===== config.mk =====
export PLATFORM = sky130hd
export DESIGN_NAME = fmul_top
export DESIGN_NICKNAME = d
export VERILOG_FILES = /design/src/fmul_pkg.sv /design/src/fmul_operand_stage.sv /design/src/fmul_result_stage.sv /design/src/fmul_round_unit.sv /design/src/fmul_top.sv
export VERILOG_INCLUDE_DIRS = /design/src /design/src/src
export SDC_FILE = /design/constraint.sdc
export NUM_CORES = 2
export LEC_CHECK = 0
export BUFFER_PORTS_ARGS = -buffer_cell sky130_fd_sc_hd__clkbuf_2
export CAP_MARGIN = 20
export CORE_ASPECT_RATIO = 1.25
export CORE_MARGIN = 5
export CORE_UTILIZATION = 51
export CTS_BUF_LIST = sky130_fd_sc_hd__clkbuf_2 sky130_fd_sc_hd__clkbuf_4 sky130_fd_sc_hd__clkbuf_8
export DETAILED_ROUTE_END_ITERATION = 16
export GPL_ROUTABILITY_DRIVEN = 0
export PLACE_DENSITY = 0.69
export SETUP_SLACK_MARGIN = 0.5
export SYNTH_ARGS = -nofsm -noshare
export SYNTH_HDL_FRONTEND = slang
export SYNTH_HIERARCHICAL = 1
export SYNTH_SLANG_ARGS = --single-unit

===== constraint.sdc =====
create_clock -name clk -period 7.1 [get_ports clk]
set_input_delay 0.355 -clock clk [delete_from_list [all_inputs] [get_ports clk]]
set_output_delay 0.355 -clock clk [all_outputs]
set_load 0.05 [all_outputs]

===== src/fmul_defs.svh =====
//##########################################################
// single-precision multiplier format, rounding and flag defines
//##########################################################
`ifndef FMUL_DEFS_SVH
`define FMUL_DEFS_SVH

`define FMUL_EXP_W       8
`define FMUL_FRAC_W      23
`define FMUL_BIAS        127
`define FMUL_EXP_MAX     255

`define RND_TRUNC        2'd0
`define RND_EVEN         2'd1
`define RND_PLUS         2'd2
`define RND_MINUS        2'd3

`define FLAG_INVALID     0
`define FLAG_OVERFLOW    1
`define FLAG_UNDERFLOW   2
`define FLAG_INEXACT     3

// canonical quiet NaN, largest finite magnitude without sign
`define FMUL_QNAN        32'h7fc0_0000
`define FMUL_MAX_FINITE  31'h7f7f_ffff

`endif


===== src/fmul_pkg.sv =====
//##########################################################
// vector types shared by the multiplier pipeline
//##########################################################
`include "fmul_defs.svh"

package fmul_pkg;

  // packed float, sign on top
  typedef logic [`FMUL_EXP_W+`FMUL_FRAC_W:0] fp_word_t;

  // stored fraction
  typedef logic [`FMUL_FRAC_W-1:0] frac_t;

  // fraction with hidden one
  typedef logic [`FMUL_FRAC_W:0] mant_t;

  // full 24x24 product
  typedef logic [2*`FMUL_FRAC_W+1:0] prod_t;

  // working exponent, two extra bits for sign and overflow
  typedef logic signed [`FMUL_EXP_W+1:0] exp_sum_t;

  typedef logic [1:0] rnd_mode_t;

  typedef logic [3:0] fmul_flags_t;

endpackage


===== src/fmul_operand_stage.sv =====
//##########################################################
// stage one: operand classification, mantissa product and
// exponent sum, registered on advance
//##########################################################
`include "fmul_defs.svh"

module fmul_operand_stage (
  input  logic                 clk,
  input  logic                 rst_n,
  input  logic                 advance,
  input  logic                 in_valid,
  input  fmul_pkg::fp_word_t   in_a,
  input  fmul_pkg::fp_word_t   in_b,
  input  fmul_pkg::rnd_mode_t  in_mode,
  output logic                 s1_valid,
  output logic                 s1_sign,
  output logic                 s1_zero,
  output logic                 s1_inf,
  output logic                 s1_nan,
  output logic                 s1_invalid,
  output fmul_pkg::exp_sum_t   s1_exp,
  output fmul_pkg::prod_t      s1_prod,
  output fmul_pkg::rnd_mode_t  s1_mode
);

  logic [`FMUL_EXP_W-1:0] exp_a;
  logic [`FMUL_EXP_W-1:0] exp_b;
  fmul_pkg::frac_t        frac_a;
  fmul_pkg::frac_t        frac_b;
  logic                   a_zero;
  logic                   a_inf;
  logic                   a_nan;
  logic                   b_zero;
  logic                   b_inf;
  logic                   b_nan;
  logic                   invalid;
  logic                   any_nan;
  fmul_pkg::exp_sum_t     exp_sum;
  fmul_pkg::prod_t        prod;

  assign exp_a  = in_a[`FMUL_FRAC_W +: `FMUL_EXP_W];
  assign exp_b  = in_b[`FMUL_FRAC_W +: `FMUL_EXP_W];
  assign frac_a = in_a[`FMUL_FRAC_W-1:0];
  assign frac_b = in_b[`FMUL_FRAC_W-1:0];

  // denormals read as zero
  assign a_zero = (exp_a == '0);
  assign b_zero = (exp_b == '0);
  assign a_inf  = (&exp_a) & (frac_a == '0);
  assign b_inf  = (&exp_b) & (frac_b == '0);
  assign a_nan  = (&exp_a) & (|frac_a);
  assign b_nan  = (&exp_b) & (|frac_b);

  // inf * 0
  assign invalid = (a_inf & b_zero) | (b_inf & a_zero);
  assign any_nan = a_nan | b_nan | invalid;

  assign exp_sum = fmul_pkg::exp_sum_t'({2'b00, exp_a})
                 + fmul_pkg::exp_sum_t'({2'b00, exp_b})
                 - fmul_pkg::exp_sum_t'(`FMUL_BIAS);

  assign prod = fmul_pkg::mant_t'({1'b1, frac_a}) * fmul_pkg::mant_t'({1'b1, frac_b});

  always_ff @(posedge clk) begin
    if (!rst_n) begin
      s1_valid <= 1'b0;
    end else if (advance) begin
      s1_valid <= in_valid;
    end
  end

  // payload follows valid, bubbles included
  always_ff @(posedge clk) begin
    if (advance) begin
      s1_sign    <= in_a[`FMUL_EXP_W+`FMUL_FRAC_W] ^ in_b[`FMUL_EXP_W+`FMUL_FRAC_W];
      s1_nan     <= any_nan;
      s1_invalid <= invalid;
      s1_inf     <= (a_inf | b_inf) & ~any_nan;
      s1_zero    <= (a_zero | b_zero) & ~any_nan;
      s1_exp     <= exp_sum;
      s1_prod    <= prod;
      s1_mode    <= in_mode;
    end
  end

endmodule


===== src/fmul_result_stage.sv =====
//##########################################################
// stage two: range check, special results, flags, output
// register and pipeline stall
//##########################################################
`include "fmul_defs.svh"

module fmul_result_stage (
  input  logic                  clk,
  input  logic                  rst_n,
  input  logic                  out_ready,
  input  logic                  s1_valid,
  input  logic                  s1_sign,
  input  logic                  s1_zero,
  input  logic                  s1_inf,
  input  logic                  s1_nan,
  input  logic                  s1_invalid,
  input  fmul_pkg::rnd_mode_t   s1_mode,
  input  fmul_pkg::frac_t       rnd_frac,
  input  fmul_pkg::exp_sum_t    rnd_exp,
  input  logic                  rnd_inexact,
  output logic                  advance,
  output logic                  out_valid,
  output fmul_pkg::fp_word_t    out_data,
  output fmul_pkg::fmul_flags_t out_flags
);

  fmul_pkg::fp_word_t    res_data;
  fmul_pkg::fmul_flags_t res_flags;
  logic                  ovf_to_inf;
  fmul_pkg::fp_word_t    signed_inf;

  // single stall for the whole pipe
  assign advance = out_ready | ~out_valid;

  assign signed_inf = {s1_sign, {`FMUL_EXP_W{1'b1}}, {`FMUL_FRAC_W{1'b0}}};

  // rounding away from zero saturates to infinity
  assign ovf_to_inf = (s1_mode == `RND_EVEN)
                    | ((s1_mode == `RND_PLUS) & ~s1_sign)
                    | ((s1_mode == `RND_MINUS) & s1_sign);

  always_comb begin
    res_flags = '0;
    if (s1_nan) begin
      res_data = `FMUL_QNAN;
      res_flags[`FLAG_INVALID] = s1_invalid;
    end else if (s1_inf) begin
      res_data = signed_inf;
    end else if (s1_zero) begin
      res_data = {s1_sign, {(`FMUL_EXP_W+`FMUL_FRAC_W){1'b0}}};
    end else if (rnd_exp >= fmul_pkg::exp_sum_t'(`FMUL_EXP_MAX)) begin
      res_data = ovf_to_inf ? signed_inf : {s1_sign, `FMUL_MAX_FINITE};
      res_flags[`FLAG_OVERFLOW] = 1'b1;
      res_flags[`FLAG_INEXACT]  = 1'b1;
    end else if (rnd_exp <= fmul_pkg::exp_sum_t'(0)) begin
      // denormal range flushed
      res_data = {s1_sign, {(`FMUL_EXP_W+`FMUL_FRAC_W){1'b0}}};
      res_flags[`FLAG_UNDERFLOW] = 1'b1;
      res_flags[`FLAG_INEXACT]   = 1'b1;
    end else begin
      res_data = {s1_sign, rnd_exp[`FMUL_EXP_W-1:0], rnd_frac};
      res_flags[`FLAG_INEXACT] = rnd_inexact;
    end
  end

  always_ff @(posedge clk) begin
    if (!rst_n) begin
      out_valid <= 1'b0;
    end else if (advance) begin
      out_valid <= s1_valid;
    end
  end

  always_ff @(posedge clk) begin
    if (advance) begin
      out_data  <= res_data;
      out_flags <= res_flags;
    end
  end

endmodule


===== src/fmul_round_unit.sv =====
//##########################################################
// one-bit normalize and guard/sticky rounding, combinational
//##########################################################
`include "fmul_defs.svh"

module fmul_round_unit (
  input  fmul_pkg::prod_t      s1_prod,
  input  fmul_pkg::exp_sum_t   s1_exp,
  input  logic                 s1_sign,
  input  fmul_pkg::rnd_mode_t  s1_mode,
  output fmul_pkg::frac_t      rnd_frac,
  output fmul_pkg::exp_sum_t   rnd_exp,
  output logic                 rnd_inexact
);

  localparam int MW = `FMUL_FRAC_W + 1;

  logic            norm_hi;
  fmul_pkg::mant_t kept;
  logic            guard;
  logic            sticky;
  logic            round_up;
  logic [MW:0]     rounded;
  logic            carry;

  // product in [1,4), top bit picks the shift
  assign norm_hi = s1_prod[2*MW-1];
  assign kept    = norm_hi ? s1_prod[2*MW-1 -: MW] : s1_prod[2*MW-2 -: MW];
  assign guard   = norm_hi ? s1_prod[MW-1] : s1_prod[MW-2];
  assign sticky  = norm_hi ? |s1_prod[MW-2:0] : |s1_prod[MW-3:0];

  always_comb begin
    case (s1_mode)
      `RND_TRUNC: round_up = 1'b0;
      // ties go to the even mantissa
      `RND_EVEN:  round_up = guard & (sticky | kept[0]);
      `RND_PLUS:  round_up = ~s1_sign & (guard | sticky);
      `RND_MINUS: round_up = s1_sign & (guard | sticky);
      default:    round_up = 1'b0;
    endcase
  end

  assign rounded = {1'b0, kept} + (MW+1)'(round_up);
  assign carry   = rounded[MW];

  // carry out leaves 10.000..., renormalize by one
  assign rnd_frac = carry ? rounded[MW-1:1] : rounded[MW-2:0];

  assign rnd_exp = s1_exp
                 + fmul_pkg::exp_sum_t'(norm_hi)
                 + fmul_pkg::exp_sum_t'(carry);

  assign rnd_inexact = guard | sticky;

endmodule


===== src/fmul_top.sv =====
//##########################################################
// two-stage pipelined float32 multiplier, valid/ready
//##########################################################
module fmul_top (
  input  logic                  clk,
  input  logic                  rst_n,
  input  logic                  in_valid,
  output logic                  in_ready,
  input  fmul_pkg::fp_word_t    in_a,
  input  fmul_pkg::fp_word_t    in_b,
  input  fmul_pkg::rnd_mode_t   in_mode,
  output logic                  out_valid,
  input  logic                  out_ready,
  output fmul_pkg::fp_word_t    out_data,
  output fmul_pkg::fmul_flags_t out_flags
);

  logic                s1_valid;
  logic                s1_sign;
  logic                s1_zero;
  logic                s1_inf;
  logic                s1_nan;
  logic                s1_invalid;
  fmul_pkg::exp_sum_t  s1_exp;
  fmul_pkg::prod_t     s1_prod;
  fmul_pkg::rnd_mode_t s1_mode;
  fmul_pkg::frac_t     rnd_frac;
  fmul_pkg::exp_sum_t  rnd_exp;
  logic                rnd_inexact;

  // in_ready is the pipeline advance
  fmul_operand_stage operand_stage_i (
    .clk        (clk),
    .rst_n      (rst_n),
    .advance    (in_ready),
    .in_valid   (in_valid),
    .in_a       (in_a),
    .in_b       (in_b),
    .in_mode    (in_mode),
    .s1_valid   (s1_valid),
    .s1_sign    (s1_sign),
    .s1_zero    (s1_zero),
    .s1_inf     (s1_inf),
    .s1_nan     (s1_nan),
    .s1_invalid (s1_invalid),
    .s1_exp     (s1_exp),
    .s1_prod    (s1_prod),
    .s1_mode    (s1_mode)
  );

  fmul_round_unit round_unit_i (
    .s1_prod     (s1_prod),
    .s1_exp      (s1_exp),
    .s1_sign     (s1_sign),
    .s1_mode     (s1_mode),
    .rnd_frac    (rnd_frac),
    .rnd_exp     (rnd_exp),
    .rnd_inexact (rnd_inexact)
  );

  fmul_result_stage result_stage_i (
    .clk         (clk),
    .rst_n       (rst_n),
    .out_ready   (out_ready),
    .s1_valid    (s1_valid),
    .s1_sign     (s1_sign),
    .s1_zero     (s1_zero),
    .s1_inf      (s1_inf),
    .s1_nan      (s1_nan),
    .s1_invalid  (s1_invalid),
    .s1_mode     (s1_mode),
    .rnd_frac    (rnd_frac),
    .rnd_exp     (rnd_exp),
    .rnd_inexact (rnd_inexact),
    .advance     (in_ready),
    .out_valid   (out_valid),
    .out_data    (out_data),
    .out_flags   (out_flags)
  );

endmodule


# Word-level counts from Yosys, hierarchy flattened
# Cells that the tools add are included.
[classes] n_mux=14 magnitude_cmp=2 n_reduce_logical=14 multipliers=1 n_addsub=5 eq_ne=3 bitwise=27
[op_table] operator="two-way mux 31 bit" n=3
[op_table] operator="OR reduction 23 bit" n=3
[op_table] operator="multiplier 24 x 24 -> 48 bit" n=1
[op_table] operator="two-way mux 24 bit" n=2
[op_table] operator="logical NOT 23 bit" n=2
[op_table] operator="two-way mux 23 bit" n=2
[op_table] operator="adder 24 x 1 -> 25 bit" n=1
[op_table] operator="OR reduction 22 bit" n=1
[op_table] operator="adder 10 x 2 -> 10 bit" n=2
[op_table] operator="logical NOT 8 bit" n=2
[op_table] operator="AND reduction 8 bit" n=2
[op_table] operator="bitwise AND 1 bit" n=13
[op_table] operator=">= comparator 10 x 9 -> 1 bit (second input constant)" n=1
[op_table] operator="less-or-equal comparator 10 x 1 -> 1 bit (second input constant)" n=1
[op_table] operator="OR 1 bit" n=10
[op_table] operator="subtractor 10 x 8 -> 10 bit (second input constant)" n=1
[op_table] operator="adder 8 x 8 -> 9 bit" n=1
[op_table] operator="two-way mux 1 bit" n=6
[op_table] operator="equality test 2 bit (second input constant)" n=2
[op_table] operator="one-hot mux 1 bit (4 select lines)" n=1
[op_table] operator="OR reduction 4 bit" n=1
[op_table] operator="NOT 1 bit" n=3
[op_table] operator="OR reduction 3 bit" n=1
[op_table] operator="equality test 2 x 1 -> 1 bit (second input constant)" n=1
[op_table] operator="other kinds (3)" n=3
[word_totals] output_inout_bits=38 ff_bits=103

# Depth between registers and ports, before layout
[logic_depth] depth_word=12 ltp_mapped=26 mapped_depth_nobuf=24

# Cells and area by module
# The synthesis kept the hierarchy.
[modules_own_cells] module="fmul_operand_stage" cells_each=2348 area_per_inst_um2=21604.5 n_inst=1 seq_area_each_um2=1971.9
[modules_own_cells] module="fmul_result_stage" cells_each=110 area_per_inst_um2=1626.6 n_inst=1 seq_area_each_um2=1101.1
[modules_own_cells] module="fmul_round_unit" cells_each=205 area_per_inst_um2=1452.6 n_inst=1 seq_area_each_um2=0.0

# Least setup slack after synthesis
# Ideal clock, no wire load.
[synth_path] path_kind="input-to-reg" startpoint="in in_a[8]" endpoint="reg operand_stage_i.s1_prod[41], data pin" t_arrival_ns=6.410 path_slack_ns=0.552 path_buffers=3 setup_time_ns=0.138 stages=22 path_cell_list="clkbuf_1 clkbuf_1 nand2_1 fa_1 fa_1 fa_1 fa_1 inv_1 fa_1 fa_1 inv_1 fa_1 inv_1 ha_1 clkbuf_1 a21o_1 a21o_1 a221oi_2 a2111oi_4 o31ai_2 mux2_4 nor2_1"
[synth_via] elab_chain_cells=1
[synth_rtl] element="start, declared" line_no="fmul_top.sv:9" rtl="input fmul_pkg::fp_word_t in_a,"
[synth_rtl] element="multiplier 24 x 24 -> 48 bit" line_no="fmul_operand_stage.sv:62" rtl="assign prod = fmul_pkg::mant_t'({1'b1, frac_a}) * fmul_pkg::mant_t'({1'b1, frac_b});"
[synth_rtl] element="named net operand_stage_i.prod[41]" line_no="fmul_operand_stage.sv:39" rtl="fmul_pkg::prod_t prod;"
[synth_rtl] element="end signal, assigned" line_no="fmul_operand_stage.sv:81" rtl="s1_prod <= prod;"
[synth_rtl] element="end, declared" line_no="fmul_operand_stage.sv:22" rtl="output fmul_pkg::prod_t s1_prod,"
# The timed path passes the listed nets, and every way through them passes these cells.
# A chain may end at the register's enable or synchronous reset.

# Worst setup path in the final report
# Ends and elaborated chain as after synthesis.

==> impl_results.md <==
- Status: finished clean
- Wire length on met2: 30.7 mm
- Cts-stage hold buffer count: 0
- CTS Root Cell: clkbuf_8
- Metal-1 WL: approximately 25 mm
- # rows: 90
- Min-Delay Startpoint: in_mode[0]
- Crit Path Class: input pin to register
- Io pins: 108
- CTS tree: done
- Chip height: 256 um
- Worst hold slack: around 0.13 ns
- Storage cell area: about 3100 sq um
- Worst-Margin Slew: 0.993 ns
- Slew HR: between 30 and 40%
- Cell variety after synth: just under 80
- Unrepaired setup endpoints after global routing: false
- CTS Buf Count: 9
- Top Layer Used: met5
- HPWL Detailed: 54.1 mm
- H-Tree Depth: 3
- Multi-input logic area: roughly 19000 sq um
- Max Slew Vio Count: 0
- RR Endpoint: result_stage_i/out_data[22]
- WL/cell: ~19 um
- Min Tclk post-route: ~6.5 ns
- Synthesized cell area: roughly 25000 sq um
- Via count: approximately 18000
- Post-route ant nets: 0
- R2R setup slack: 1.50 ns
- GRT Util Overall: between 20% and 30%
- Count leader, synth: inv_1
- Growth of design area from synthesis to finish: 8.46%
- Top-area cell type share of the netlist area: about two fifths
- Reg clk slew, reported paths: about 0.090 ns
- R2R depth: 20
- Detailed Route WL: approximately 64 mm
- Grt total ovfl: 0
- Largest net degree at the start of global routing: between 70 and 80
- Bufs on Longest Clock Path: 2
- #FFs+latches synth: between 100 and 150
- Initial core utilization: around half
- Most area-consuming cells after synthesis: fa_1, edfxtp_1, ha_1, inv_1, and2_1
- Clock Skew: 0.0137 ns
- Core ar.: around 48000 sq um
- Synth area leader: fa_1
- Max Cap Viol: 0
- Die footprint: roughly 53000 sq um
- Initial antenna violation count: 4
- Port Buf Inserts: 107
- Syn Inst Count: ~2700
- Global-route wire length before repair: ~100 mm
- Final-report setup violation count: 0
- Pre-antenna DRT Iters: 5
- F_max: around 0.15 GHz
- Initial DRC Count: approximately 1200
- Final Hold Viols: 0
- Number of global-route vias before repair: around 20000
- Worst hold path depth: 1
- Fillers: around 4300
- CP Launch Type: input pin
- Design Area, Final: between 20000 and 30000 sq um
- Area post-placement: around 26000 sq um
- Wire length on met3: between 5 and 6 mm
- CTS sink count: 103
- Top FF cell, synth: edfxtp_1
- Worst endpoint data arrival time: 6.70 ns
- CP max FO: 5
- RR Startpoint: operand_stage_i/s1_prod[47]
- Setup TNS Final: 0 ns
- Synth Net Count: roughly 3400
- WHS Endpoint: operand_stage_i/s1_mode[0]
- Placed cells: between 3000 and 4000
- Register area share after synthesis: between 10% and 20%
- Clock latency on the worst-skew pair: a little under 0.4 ns
- Endpoint class of the critical path: register
- CP required: around 7.3 ns
- Warnings, synthesis: 6
- Syn avg cell area: just over 9 sq um
- Layout Nets: about 3500
- Die Wd: 207 um
- Via/cell ratio: ~5.4
- Top cells by count, synth: inv_1, fa_1, nand2_1
- HP Class: input pin to register
- Share of layout cells above drive strength 1: between 10% and 20%
- Final Cycle Share: 91.0%
- DRC: 0
- Ys async rst share: 0%
- Non-Filler Instances: approximately 3400
- Number of synthesized flops with an enable pin: 101
## stage by stage
stage | setup slack, ns | util [%]
finish | 0.641 | 55.7
global route | 0.478 | 55.7
CTS | 0.505 | 54.9
detailed placement | -0.170 | 54.5
global placement | -0.112 | 54.5
floorplan | 0.552 | -
## worst max path at each step
stage | from | to | cells after the start
floorplan | in_a[8] | operand_stage_i/s1_prod[41] | 22
global placement | in_a[13] | operand_stage_i/s1_prod[41] | 25
detailed placement | in_a[13] | operand_stage_i/s1_prod[41] | 25
CTS | in_b[3] | operand_stage_i/s1_prod[41] | 25
global route | in_a[7] | operand_stage_i/s1_prod[41] | 24
finish | in_a[8] | operand_stage_i/s1_prod[41] | 25
## area by class of cell
class | count | share of cell area, %
Sequential cell | 103 | 11.5
Tap cell | 644 | 3.01
Clock buffer | 11 | 0.519
Antenna cell | 3 | 0.0280
Timing Repair Buffer | 201 | 5.03
Inverter | 596 | 8.43
Clock inverter | 5 | 0.159
Multi-Input combinational cell | 1839 | 71.3
## timing repair
item	CTS	global route
pin swaps	2	13
buffers inserted	1	2
resized for setup	5	108
endpoints found under the setup margin	12	20
## worst max-delay path, stage by stage
cell	delay, ns
clkbuf_2	0.11
inv_1	0.22
buf_4	0.19
nor2_1	0.06
fa_1	0.50
fa_1	0.52
inv_1	0.05
fa_1	0.48
inv_1	0.06
fa_1	0.45
ha_1	0.30
fa_1	0.52
inv_1	0.07
fa_1	0.49
inv_1	0.07
ha_4	0.30
nand4_1	0.11
a21oi_1	0.13
nand2_1	0.14
a211o_4	0.39
a2111oi_4	0.48
buf_4	0.20
o31ai_4	0.08
mux2_4	0.31
nor2_1	0.11
## layer usage
layer,up-vias,track usage [%]
li1,8283,-
met4,2,10.5
met2,753,40.7
met3,146,4.09
met5,-,0
met1,9099,31.9
## sequential cells by signal, indices dropped and copies added, names as in the netlist
register and flops:
operand_stage_i/s1_valid 1, operand_stage_i/s1_invalid 1, operand_stage_i/s1_prod 48, operand_stage_i/s1_nan 1, operand_stage_i/s1_zero 1, result_stage_i/out_data 32
operand_stage_i/s1_inf 1, operand_stage_i/s1_sign 1, result_stage_i/out_valid 1, result_stage_i/out_flags 4, operand_stage_i/s1_exp 10, operand_stage_i/s1_mode 2
## kinds of logic after synthesis
| group | share of synthesized area (%) |
|---|---|
| buf+inv | 11.2 |
| xor+xnor | 3.12 |
| simple gates | 17.2 |
| compound gates | 5.96 |
| flops | 12.4 |
| mux | 1.10 |
| fa+ha+maj | 48.9 |
## placed cells by master (no fill, tap or decap), drive strengths merged, types with 4 or more instances in the layout
cell type,n
mux2,6
inv,592
ha,191
o211ai,12
xor2,32
nand2,333
nor4,26
nor2b,10
nor2,101
a21oi,65
edfxtp,101
fa,484
a21o,47
buf,101
o21bai,14
clkbuf,111
and2,253
or3,7
nor3,18
o21ai,28
nor3b,8
and3,11
a211oi,6
a31oi,5
nand3,27
or4,4
xnor2,56
o21a,5
nand2b,4
clkinvlp,6
mux2i,20
nand4,30
Power is not shown: default switching activity piles up to over one toggle a cycle in this logic, so the estimate is an artifact.
